[src/verilog/frame_store_pkg.sv]
package frame_store_pkg;

    // frame marks sit in the top byte of a beat
    localparam int MARK_WIDTH = 8;
    localparam logic [MARK_WIDTH-1:0] HEADER_MARK = 8'hAA;
    localparam logic [MARK_WIDTH-1:0] FOOTER_MARK = 8'h55;

    // command channel field widths
    localparam int TAG_WIDTH = 4;
    localparam int SLOT_LEN_WIDTH = 8;

    // the mover runs one machine per direction, each uses idle plus its own state
    typedef enum logic [1:0] {
        MOVER_IDLE,
        MOVER_WRITING,
        MOVER_READING
    } mover_state_e;

    // egress drops slot filler while hunting
    typedef enum logic {
        EGRESS_HUNT,
        EGRESS_PASS
    } egress_state_e;

endpackage

[src/verilog/dm_cmd_if.sv]
interface dm_cmd_if #(
    parameter int ADDR_WIDTH = 6
);

    logic                                       cmd_valid;
    logic                                       cmd_ready;
    // word address of the slot
    logic [ADDR_WIDTH-1:0]                      cmd_addr;
    // slot length in beats
    logic [frame_store_pkg::SLOT_LEN_WIDTH-1:0] cmd_len;
    logic [frame_store_pkg::TAG_WIDTH-1:0]      cmd_tag;
    // one-cycle pulse when the transfer is done
    logic                                       cmplt;

    modport mmu (
        output cmd_valid,
        output cmd_addr,
        output cmd_len,
        output cmd_tag,
        input  cmd_ready,
        input  cmplt
    );

    modport mover (
        input  cmd_valid,
        input  cmd_addr,
        input  cmd_len,
        input  cmd_tag,
        output cmd_ready,
        output cmplt
    );

endinterface

[src/verilog/frame_buffer_mmu.sv]
module frame_buffer_mmu #(
    parameter int DATA_WIDTH = 32,
    parameter int ADDR_WIDTH = 6
) (
    input  logic                                       ACLK,
    input  logic                                       ARESET,
    input  logic                                       set_config,
    input  logic [frame_store_pkg::SLOT_LEN_WIDTH-1:0] max_frame_beats,

    input  logic [DATA_WIDTH-1:0]                      s_tdata,
    input  logic                                       s_tvalid,
    input  logic                                       s_tlast,
    output logic                                       s_tready,

    output logic [DATA_WIDTH-1:0]                      wr_tdata,
    output logic                                       wr_tvalid,
    output logic                                       wr_tlast,
    input  logic                                       wr_tready,

    dm_cmd_if.mmu                                      wr_cmd,
    dm_cmd_if.mmu                                      rd_cmd
);

    localparam int SLW = frame_store_pkg::SLOT_LEN_WIDTH;
    localparam int MEM_WORDS = 2 ** ADDR_WIDTH;
    // wide enough for address plus two slot lengths without overflow
    localparam int SUM_WIDTH = ((ADDR_WIDTH > SLW) ? ADDR_WIDTH : SLW) + 2;
    localparam logic [SLW-1:0] DEFAULT_SLOT_LEN = 16;

    logic [SLW-1:0]                        slot_len;
    // pointers carry a wrap bit above the word address
    logic [ADDR_WIDTH:0]                   wr_ptr;
    logic [ADDR_WIDTH:0]                   rd_ptr;
    logic [ADDR_WIDTH:0]                   wr_ptr_next;
    logic [ADDR_WIDTH:0]                   rd_ptr_next;
    logic                                  full;
    logic                                  almost_full;
    logic                                  empty;

    logic                                  wr_cmd_valid;
    logic                                  wr_busy;
    logic                                  wr_granted;
    logic [frame_store_pkg::TAG_WIDTH-1:0] wr_tag;
    logic                                  rd_cmd_valid;
    logic                                  rd_busy;
    logic [frame_store_pkg::TAG_WIDTH-1:0] rd_tag;
    logic                                  ingress_open;
    logic                                  wr_last_beat;

    // next slot start, back to zero when another whole slot would not fit
    function automatic logic [ADDR_WIDTH:0] step_ptr(
        input logic [ADDR_WIDTH:0] ptr,
        input logic [SLW-1:0]      len
    );
        logic [SUM_WIDTH-1:0] next_addr;
        next_addr = SUM_WIDTH'(ptr[ADDR_WIDTH-1:0]) + SUM_WIDTH'(len);
        if (next_addr + SUM_WIDTH'(len) > SUM_WIDTH'(MEM_WORDS)) begin
            return {~ptr[ADDR_WIDTH], {ADDR_WIDTH{1'b0}}};
        end
        return {ptr[ADDR_WIDTH], next_addr[ADDR_WIDTH-1:0]};
    endfunction

    assign wr_ptr_next = step_ptr(wr_ptr, slot_len);
    assign rd_ptr_next = step_ptr(rd_ptr, slot_len);

    assign empty       = (wr_ptr == rd_ptr);
    assign full        = (wr_ptr == {~rd_ptr[ADDR_WIDTH], rd_ptr[ADDR_WIDTH-1:0]});
    assign almost_full = (wr_ptr_next == {~rd_ptr[ADDR_WIDTH], rd_ptr[ADDR_WIDTH-1:0]});

    always_ff @(posedge ACLK) begin
        if (ARESET) begin
            slot_len <= DEFAULT_SLOT_LEN;
        end else if (set_config) begin
            slot_len <= max_frame_beats;
        end
    end

    always_ff @(posedge ACLK) begin
        if (ARESET || set_config) begin
            wr_ptr <= '0;
            rd_ptr <= '0;
        end else begin
            if (wr_cmd.cmplt) begin
                wr_ptr <= wr_ptr_next;
            end
            if (rd_cmd.cmplt) begin
                rd_ptr <= rd_ptr_next;
            end
        end
    end

    // write command goes out ahead of the frame so the mover has its address first
    always_ff @(posedge ACLK) begin
        if (ARESET || set_config) begin
            wr_cmd_valid <= 1'b0;
            wr_busy      <= 1'b0;
            wr_granted   <= 1'b0;
            wr_tag       <= '0;
        end else begin
            if (!wr_busy && !full && !almost_full) begin
                wr_cmd_valid <= 1'b1;
                wr_busy      <= 1'b1;
            end else if (wr_cmd_valid && wr_cmd.cmd_ready) begin
                wr_cmd_valid <= 1'b0;
            end
            if (wr_cmd_valid && wr_cmd.cmd_ready) begin
                wr_granted <= 1'b1;
            end else if (wr_last_beat) begin
                wr_granted <= 1'b0;
            end
            if (wr_cmd.cmplt) begin
                wr_busy <= 1'b0;
                wr_tag  <= wr_tag + 1'b1;
            end
        end
    end

    // one read in flight at a time
    always_ff @(posedge ACLK) begin
        if (ARESET || set_config) begin
            rd_cmd_valid <= 1'b0;
            rd_busy      <= 1'b0;
            rd_tag       <= '0;
        end else begin
            if (!rd_busy && !empty) begin
                rd_cmd_valid <= 1'b1;
                rd_busy      <= 1'b1;
            end else if (rd_cmd_valid && rd_cmd.cmd_ready) begin
                rd_cmd_valid <= 1'b0;
                rd_tag       <= rd_tag + 1'b1;
            end
            if (rd_cmd.cmplt) begin
                rd_busy <= 1'b0;
            end
        end
    end

    assign wr_cmd.cmd_valid = wr_cmd_valid;
    assign wr_cmd.cmd_addr  = wr_ptr[ADDR_WIDTH-1:0];
    assign wr_cmd.cmd_len   = slot_len;
    assign wr_cmd.cmd_tag   = wr_tag;

    assign rd_cmd.cmd_valid = rd_cmd_valid;
    assign rd_cmd.cmd_addr  = rd_ptr[ADDR_WIDTH-1:0];
    assign rd_cmd.cmd_len   = slot_len;
    assign rd_cmd.cmd_tag   = rd_tag;

    // ingress passes straight through once a slot is granted
    assign ingress_open = wr_granted & ~full & ~almost_full;
    assign wr_tdata     = s_tdata;
    assign wr_tvalid    = s_tvalid & ingress_open;
    assign wr_tlast     = s_tlast;
    assign s_tready     = wr_tready & ingress_open;
    assign wr_last_beat = wr_tvalid & wr_tready & wr_tlast;

endmodule

[src/verilog/frame_memory_mover.sv]
module frame_memory_mover #(
    parameter int DATA_WIDTH = 32,
    parameter int ADDR_WIDTH = 6
) (
    input  logic                  ACLK,
    input  logic                  ARESET,
    input  logic                  clear,

    dm_cmd_if.mover               wr_cmd,
    input  logic [DATA_WIDTH-1:0] wr_tdata,
    input  logic                  wr_tvalid,
    input  logic                  wr_tlast,
    output logic                  wr_tready,

    dm_cmd_if.mover               rd_cmd,
    output logic [DATA_WIDTH-1:0] rd_tdata,
    output logic                  rd_tvalid,
    input  logic                  rd_tready
);

    localparam int MEM_WORDS = 2 ** ADDR_WIDTH;

    logic [DATA_WIDTH-1:0]                      mem [MEM_WORDS];

    frame_store_pkg::mover_state_e              wr_state;
    logic [ADDR_WIDTH-1:0]                      wr_addr;
    logic                                       wr_beat;
    logic                                       wr_cmplt;

    frame_store_pkg::mover_state_e              rd_state;
    logic [ADDR_WIDTH-1:0]                      rd_addr;
    logic [frame_store_pkg::SLOT_LEN_WIDTH-1:0] rd_left;
    logic                                       rd_beat;
    logic                                       rd_cmplt;

    assign wr_cmd.cmd_ready = (wr_state == frame_store_pkg::MOVER_IDLE);
    assign wr_tready        = (wr_state == frame_store_pkg::MOVER_WRITING);
    assign wr_beat          = wr_tvalid & wr_tready;
    assign wr_cmd.cmplt     = wr_cmplt;

    // write machine stores until tlast, the slot length only bounds the frame
    always_ff @(posedge ACLK) begin
        if (ARESET || clear) begin
            wr_state <= frame_store_pkg::MOVER_IDLE;
            wr_cmplt <= 1'b0;
        end else begin
            wr_cmplt <= wr_beat & wr_tlast;
            case (wr_state)
                frame_store_pkg::MOVER_IDLE: begin
                    if (wr_cmd.cmd_valid) begin
                        wr_state <= frame_store_pkg::MOVER_WRITING;
                    end
                end
                frame_store_pkg::MOVER_WRITING: begin
                    if (wr_beat && wr_tlast) begin
                        wr_state <= frame_store_pkg::MOVER_IDLE;
                    end
                end
                default: wr_state <= frame_store_pkg::MOVER_IDLE;
            endcase
        end
    end

    always_ff @(posedge ACLK) begin
        if (wr_cmd.cmd_valid && wr_cmd.cmd_ready) begin
            wr_addr <= wr_cmd.cmd_addr;
        end else if (wr_beat) begin
            wr_addr <= wr_addr + 1'b1;
        end
    end

    always_ff @(posedge ACLK) begin
        if (wr_beat) begin
            mem[wr_addr] <= wr_tdata;
        end
    end

    assign rd_cmd.cmd_ready = (rd_state == frame_store_pkg::MOVER_IDLE);
    assign rd_tvalid        = (rd_state == frame_store_pkg::MOVER_READING);
    // read port is addressed from a register, so data is stable while stalled
    assign rd_tdata         = mem[rd_addr];
    assign rd_beat          = rd_tvalid & rd_tready;
    assign rd_cmd.cmplt     = rd_cmplt;

    always_ff @(posedge ACLK) begin
        if (ARESET || clear) begin
            rd_state <= frame_store_pkg::MOVER_IDLE;
            rd_cmplt <= 1'b0;
        end else begin
            rd_cmplt <= rd_beat && (rd_left == 1);
            case (rd_state)
                frame_store_pkg::MOVER_IDLE: begin
                    if (rd_cmd.cmd_valid) begin
                        rd_state <= frame_store_pkg::MOVER_READING;
                    end
                end
                frame_store_pkg::MOVER_READING: begin
                    if (rd_beat && (rd_left == 1)) begin
                        rd_state <= frame_store_pkg::MOVER_IDLE;
                    end
                end
                default: rd_state <= frame_store_pkg::MOVER_IDLE;
            endcase
        end
    end

    always_ff @(posedge ACLK) begin
        if (rd_cmd.cmd_valid && rd_cmd.cmd_ready) begin
            rd_addr <= rd_cmd.cmd_addr;
            rd_left <= rd_cmd.cmd_len;
        end else if (rd_beat) begin
            rd_addr <= rd_addr + 1'b1;
            rd_left <= rd_left - 1'b1;
        end
    end

endmodule

[src/verilog/frame_egress.sv]
module frame_egress #(
    parameter int DATA_WIDTH = 32
) (
    input  logic                    ACLK,
    input  logic                    ARESET,
    input  logic                    clear,

    input  logic [DATA_WIDTH-1:0]   rd_tdata,
    input  logic                    rd_tvalid,
    output logic                    rd_tready,

    output logic [DATA_WIDTH-1:0]   m_tdata,
    output logic                    m_tvalid,
    output logic                    m_tlast,
    output logic [DATA_WIDTH/8-1:0] m_tkeep,
    input  logic                    m_tready
);

    localparam int MW = frame_store_pkg::MARK_WIDTH;

    frame_store_pkg::egress_state_e state;
    logic [DATA_WIDTH-1:0]          out_data;
    logic                           out_valid;
    logic                           out_last;
    logic                           in_beat;
    logic                           is_header;
    logic                           is_footer;

    // take a new beat whenever the output register is free or draining
    assign rd_tready = ~out_valid | m_tready;
    assign in_beat   = rd_tvalid & rd_tready;
    assign is_header = (rd_tdata[DATA_WIDTH-1 -: MW] == frame_store_pkg::HEADER_MARK);
    assign is_footer = (rd_tdata[DATA_WIDTH-1 -: MW] == frame_store_pkg::FOOTER_MARK);

    always_ff @(posedge ACLK) begin
        if (ARESET || clear) begin
            state     <= frame_store_pkg::EGRESS_HUNT;
            out_valid <= 1'b0;
            out_last  <= 1'b0;
        end else if (in_beat) begin
            if (state == frame_store_pkg::EGRESS_PASS || is_header) begin
                out_valid <= 1'b1;
                out_last  <= (state == frame_store_pkg::EGRESS_PASS) && is_footer;
                state     <= (state == frame_store_pkg::EGRESS_PASS && is_footer) ?
                             frame_store_pkg::EGRESS_HUNT : frame_store_pkg::EGRESS_PASS;
            end else begin
                // filler between frames is dropped
                out_valid <= 1'b0;
            end
        end else if (m_tready) begin
            out_valid <= 1'b0;
        end
    end

    always_ff @(posedge ACLK) begin
        if (in_beat) begin
            out_data <= rd_tdata;
        end
    end

    assign m_tdata  = out_data;
    assign m_tvalid = out_valid;
    assign m_tlast  = out_last;
    // footer keeps only its upper half
    assign m_tkeep  = out_last ? {{(DATA_WIDTH/16){1'b1}}, {(DATA_WIDTH/16){1'b0}}}
                               : {(DATA_WIDTH/8){1'b1}};

endmodule

[src/verilog/frame_store_top.sv]
module frame_store_top #(
    parameter int DATA_WIDTH = 32,
    parameter int ADDR_WIDTH = 6
) (
    input  logic                                       ACLK,
    input  logic                                       ARESET,
    input  logic                                       set_config,
    input  logic [frame_store_pkg::SLOT_LEN_WIDTH-1:0] max_frame_beats,

    input  logic [DATA_WIDTH-1:0]                      s_tdata,
    input  logic                                       s_tvalid,
    input  logic                                       s_tlast,
    output logic                                       s_tready,

    output logic [DATA_WIDTH-1:0]                      m_tdata,
    output logic                                       m_tvalid,
    output logic                                       m_tlast,
    output logic [DATA_WIDTH/8-1:0]                    m_tkeep,
    input  logic                                       m_tready
);

    logic [DATA_WIDTH-1:0] wr_tdata;
    logic                  wr_tvalid;
    logic                  wr_tlast;
    logic                  wr_tready;

    logic [DATA_WIDTH-1:0] rd_tdata;
    logic                  rd_tvalid;
    logic                  rd_tready;

    dm_cmd_if #(.ADDR_WIDTH(ADDR_WIDTH)) wr_cmd ();
    dm_cmd_if #(.ADDR_WIDTH(ADDR_WIDTH)) rd_cmd ();

    frame_buffer_mmu #(
        .DATA_WIDTH(DATA_WIDTH),
        .ADDR_WIDTH(ADDR_WIDTH)
    ) frame_buffer_mmu_inst (
        .ACLK           (ACLK),
        .ARESET         (ARESET),
        .set_config     (set_config),
        .max_frame_beats(max_frame_beats),
        .s_tdata        (s_tdata),
        .s_tvalid       (s_tvalid),
        .s_tlast        (s_tlast),
        .s_tready       (s_tready),
        .wr_tdata       (wr_tdata),
        .wr_tvalid      (wr_tvalid),
        .wr_tlast       (wr_tlast),
        .wr_tready      (wr_tready),
        .wr_cmd         (wr_cmd.mmu),
        .rd_cmd         (rd_cmd.mmu)
    );

    // stands in for the external memory and its data mover
    frame_memory_mover #(
        .DATA_WIDTH(DATA_WIDTH),
        .ADDR_WIDTH(ADDR_WIDTH)
    ) frame_memory_mover_inst (
        .ACLK     (ACLK),
        .ARESET   (ARESET),
        .clear    (set_config),
        .wr_cmd   (wr_cmd.mover),
        .wr_tdata (wr_tdata),
        .wr_tvalid(wr_tvalid),
        .wr_tlast (wr_tlast),
        .wr_tready(wr_tready),
        .rd_cmd   (rd_cmd.mover),
        .rd_tdata (rd_tdata),
        .rd_tvalid(rd_tvalid),
        .rd_tready(rd_tready)
    );

    frame_egress #(
        .DATA_WIDTH(DATA_WIDTH)
    ) frame_egress_inst (
        .ACLK     (ACLK),
        .ARESET   (ARESET),
        .clear    (set_config),
        .rd_tdata (rd_tdata),
        .rd_tvalid(rd_tvalid),
        .rd_tready(rd_tready),
        .m_tdata  (m_tdata),
        .m_tvalid (m_tvalid),
        .m_tlast  (m_tlast),
        .m_tkeep  (m_tkeep),
        .m_tready (m_tready)
    );

endmodule

[config.mk]
export PLATFORM = sky130hd
export DESIGN_NAME = frame_store_top
export DESIGN_NICKNAME = d
export VERILOG_FILES = /design/src/verilog/frame_store_pkg.sv /design/src/verilog/dm_cmd_if.sv /design/src/verilog/frame_buffer_mmu.sv /design/src/verilog/frame_memory_mover.sv /design/src/verilog/frame_egress.sv /design/src/verilog/frame_store_top.sv
export SDC_FILE = /design/constraint.sdc
export NUM_CORES = 2
export LEC_CHECK = 0
export BUFFER_PORTS_ARGS = -buffer_cell sky130_fd_sc_hd__buf_2
export CORE_AREA = 3 3 522 524
export CTS_BUF_LIST = sky130_fd_sc_hd__clkbuf_2
export DETAILED_ROUTE_END_ITERATION = 16
export DIE_AREA = 0 0 525 527
export PLACE_DENSITY_LB_ADDON = 0.05
export SLEW_MARGIN = 10
export SYNTH_ARGS = -nofsm -noshare
export SYNTH_HDL_FRONTEND = slang
export SYNTH_SLANG_ARGS = --single-unit
[constraint.sdc]
create_clock -name ACLK -period 9.1 [get_ports ACLK]
set_clock_uncertainty 0.15 [all_clocks]
set_input_delay 2.73 -clock ACLK [delete_from_list [all_inputs] [get_ports ACLK]]
set_output_delay 2.73 -clock ACLK [all_outputs]
set_load 0.03 [all_outputs]
==> impl_metrics.json <==
{
  "h-tree-depth": 6,
  "grt_pass1_wl_mm": 348,
  "ys.flop_type": "edfxtp_1",
  "hold_start": "frame_egress_inst.m_tlast",
  "cp_max_fo": 9,
  "synthMostInstantiatedCell": "edfxtp_1",
  "cellLeakagePower_nw": 30.1,
  "tightest_slew_ps": 1150,
  "clockBufferDepth": 4,
  "p_per_area_mw_per_mm2": 193,
  "synth-seq-cells": 2140,
  "hold_path_class": "reg2reg",
  "final_max_slew_viol_count": 0,
  "slowest_delay_ps": 390,
  "rows": 190,
  "die_x_um": 525,
  "synth_edf_count": 2100,
  "async_flop_share": 0,
  "io_pins": 85,
  "critical_path_buf_inv_count": 2,
  "startpoint": "frame_buffer_mmu_inst.rd_cmd.cmd_len[0]",
  "min_path_cells": 2,
  "finalCriticalPeriod_ps": 8610,
  "fill_cells": 25000,
  "status": "complete, no violations",
  "viasPerCell": 4.98,
  "initial_utilization": 0.310,
  "cts_tree": "built",
  "drt_first_pass_iters": 7,
  "fin_crit_sh": 0.946,
  "cts_buffers": 583,
  "path_cells": "ha_2 > fa_2 > a21o_1 > a21oi_2 > xor2_2 > inv_1 > ha_1 > a21oi_1 > o21ai_1 > a32o_1 > mux2i_1 > o221a_4 > mux2_4 > a31oi_4 > and3_1 > buf_4",
  "port_buffers": 82,
  "yosys.area.top_type": "edfxtp_1",
  "ys_seq_area_frac": 0.769,
  "timing.final.ws_setup_ps": 490,
  "cap_violations": 0,
  "final_util": 0.351,
  "vdd_ir_drop_max_uv": 119,
  "layout-drive-gt1-share": 0.419,
  "hold_violations": 0,
  "fin_cells": 8110,
  "cts.root.buffer_cell": "clkbuf_2",
  "endpoint_kind": "primary output",
  "grt_use_total": 0.180,
  "fmax_mhz": 116,
  "num-nets-final": 4190,
  "die_height_um": 527,
  "finalSetupViolCount": 0,
  "syn_inst": 3505,
  "avgSynthCellArea_um2": 23.7,
  "drc": 0,
  "antenna_found_initial": 64,
  "crit_family": "compound AO/OA/AOI/OAI gates",
  "worstSetupPathDepth": 16,
  "ff2ff_path_depth": 19,
  "rr_startpoint": "frame_buffer_mmu_inst.rd_cmd.cmd_len[0]",
  "start_kind": "flip-flop",
  "dr_total_vias": 40400,
  "antenna_left": 0,
  "wl_per_cell_um": 31.0,
  "grt_max_degree": 101,
  "synth-warning-count": 0,
  "dp_cells": 7066,
  "dieArea_mm2": 0.277,
  "design.core.area_mm2": 0.268,
  "synthTopCellsByArea": "edfxtp_1, mux4_2, dfxtp_1",
  "yosys.cell_types.count": 61,
  "syn_area_mm2": 0.0830,
  "routabilityCongestion": 0.783,
  "cp_slowest_cell": "dfxtp_4",
  "drtIter0Drc": 4177,
  "synth_top_area_frac": 0.759,
  "hpwl_mm": 146,
  "postRouteWirelength_mm": 251,
  "cts.clk_slew.worst_paths_ps": 90,
  "maxSlewHeadroom": 0.230,
  "multi_input_area_mm2": 0.0187,
  "crit_type": "reg2out",
  "netlist_top_cells_count": "edfxtp_1, mux4_2, clkbuf_1",
  "crit_required_ps": 6220,
  "grt-ovfl-total": 0,
  "pre_cts_slack_ps": 1670,
  "seq_area_mm2": 0.0639,
  "clock_latency_ps": 2010,
  "grt_pass1_vias": 42600,
  "area_growth_syn_to_layout_pct": 13.2,
  "cp.arrival_ps": 5730,
  "clock-sinks": 2140,
  "postCtsHoldBufs": 0
}
-- repair_timing --
item                                    CTS  global route
resized for setup                        16             4
endpoints found under the setup margin    1             1
pin swaps                                 3             1
hold endpoints to repair                  0             0
setup buffers                             5             2
-- metal layers --
layer	share of wire	wire length, um	GRT usage
met1	0.44	111000	0.254
met2	0.47	117000	0.281
met3	0.067	16800	0.0396
met4	0.024	5990	0.0528
met5	0.00045	113	0
-- cell families (layout without fill, tap and decap cells) --
kind of cell / after synthesis / count (layout) / synth area share
xor gates and xnor gates: 47 / 47 / 0.00496
AOI/OAI and AO/OA: 120 / 120 / 0.00975
and+or+nand+nor: 254 / 254 / 0.0166
other: 1 / 37 / 0.0000452
muxes: 695 / 695 / 0.183
buffers and inverters: 211 / 1228 / 0.0111
adders and majority gates: 37 / 37 / 0.00585
DFF: 2140 / 2140 / 0.769
-- power by group --
part	switching (mW)	internal (mW)
combinational	0.285	0.0605
clock	4.12	2.83
sequential	0.0132	10.8
total	4.42	13.7
-- final cells by class --
cell class / instances / area share
Inverter: 18 / 0.000718
Sequential cell: 2140 / 0.679
Clock inverter: 171 / 0.0125
Tap cell: 3552 / 0.0473
Clock buffer: 830 / 0.0442
Antenna cell: 35 / 0.000931
Multi-Input combinational cell: 1155 / 0.198
Timing Repair Buffer: 209 / 0.0165
-- stage by stage --
step	hold slack, ps	area [um^2]	setup TNS [ps]	total power, mW
floorplan	303	83000	0	11.1
detailed placement	322	88500	0	11.4
CTS	337	93900	0	18.5
global placement	321	88500	0	11.4
global route	364	94000	-47.6	19.0
finish	332	94000	0	18.1
-- worst min-delay path: stages (launching register included) --
cell	delay, ps
dfxtp_1	330
nand2_1	50
a21oi_1	60
-- sequential cells by signal, summed over array words and instances (netlist names), 6 cells and up, named ones only --
name                                  cells
frame_memory_mover_inst.mem            2048
frame_egress_inst.m_tdata                32
frame_buffer_mmu_inst.rd_cmd.cmd_len      8
frame_memory_mover_inst.rd_left           8
frame_buffer_mmu_inst.rd_ptr              7
frame_buffer_mmu_inst.wr_ptr              7
frame_memory_mover_inst.rd_addr           6
frame_memory_mover_inst.wr_addr           6
-- worst paths after layout --
kind	endpoint	slack, ps
max	s_tready	490
min	frame_egress_inst.m_tlast	330
max reg2reg	frame_memory_mover_inst.mem[47][2]	2600
min reg2reg	frame_egress_inst.m_tlast	330
-- cells in the final DEF (no fill, tap or decap), types with 11 or more instances in the layout --
master / n
a21o_1: 11
a21oi_1: 24
buf_2: 59
buf_4: 139
bufinv_16: 12
clkbuf_2: 830
clkinv_1: 87
clkinv_2: 29
clkinv_4: 11
clkinvlp_4: 13
dfxtp_1: 30
diode_2: 35
edfxtp_1: 2100
ha_1: 33
inv_1: 18
inv_6: 12
mux2_2: 17
mux2i_1: 23
mux4_2: 654
nand2_1: 49
nand2b_1: 16
nand3_1: 15
nor2_1: 42
nor3_1: 16
nor3_2: 47
nor3_4: 18
o21ai_0: 31
xnor2_1: 23
xor2_1: 20
Power figures use the tool's default switching activity.
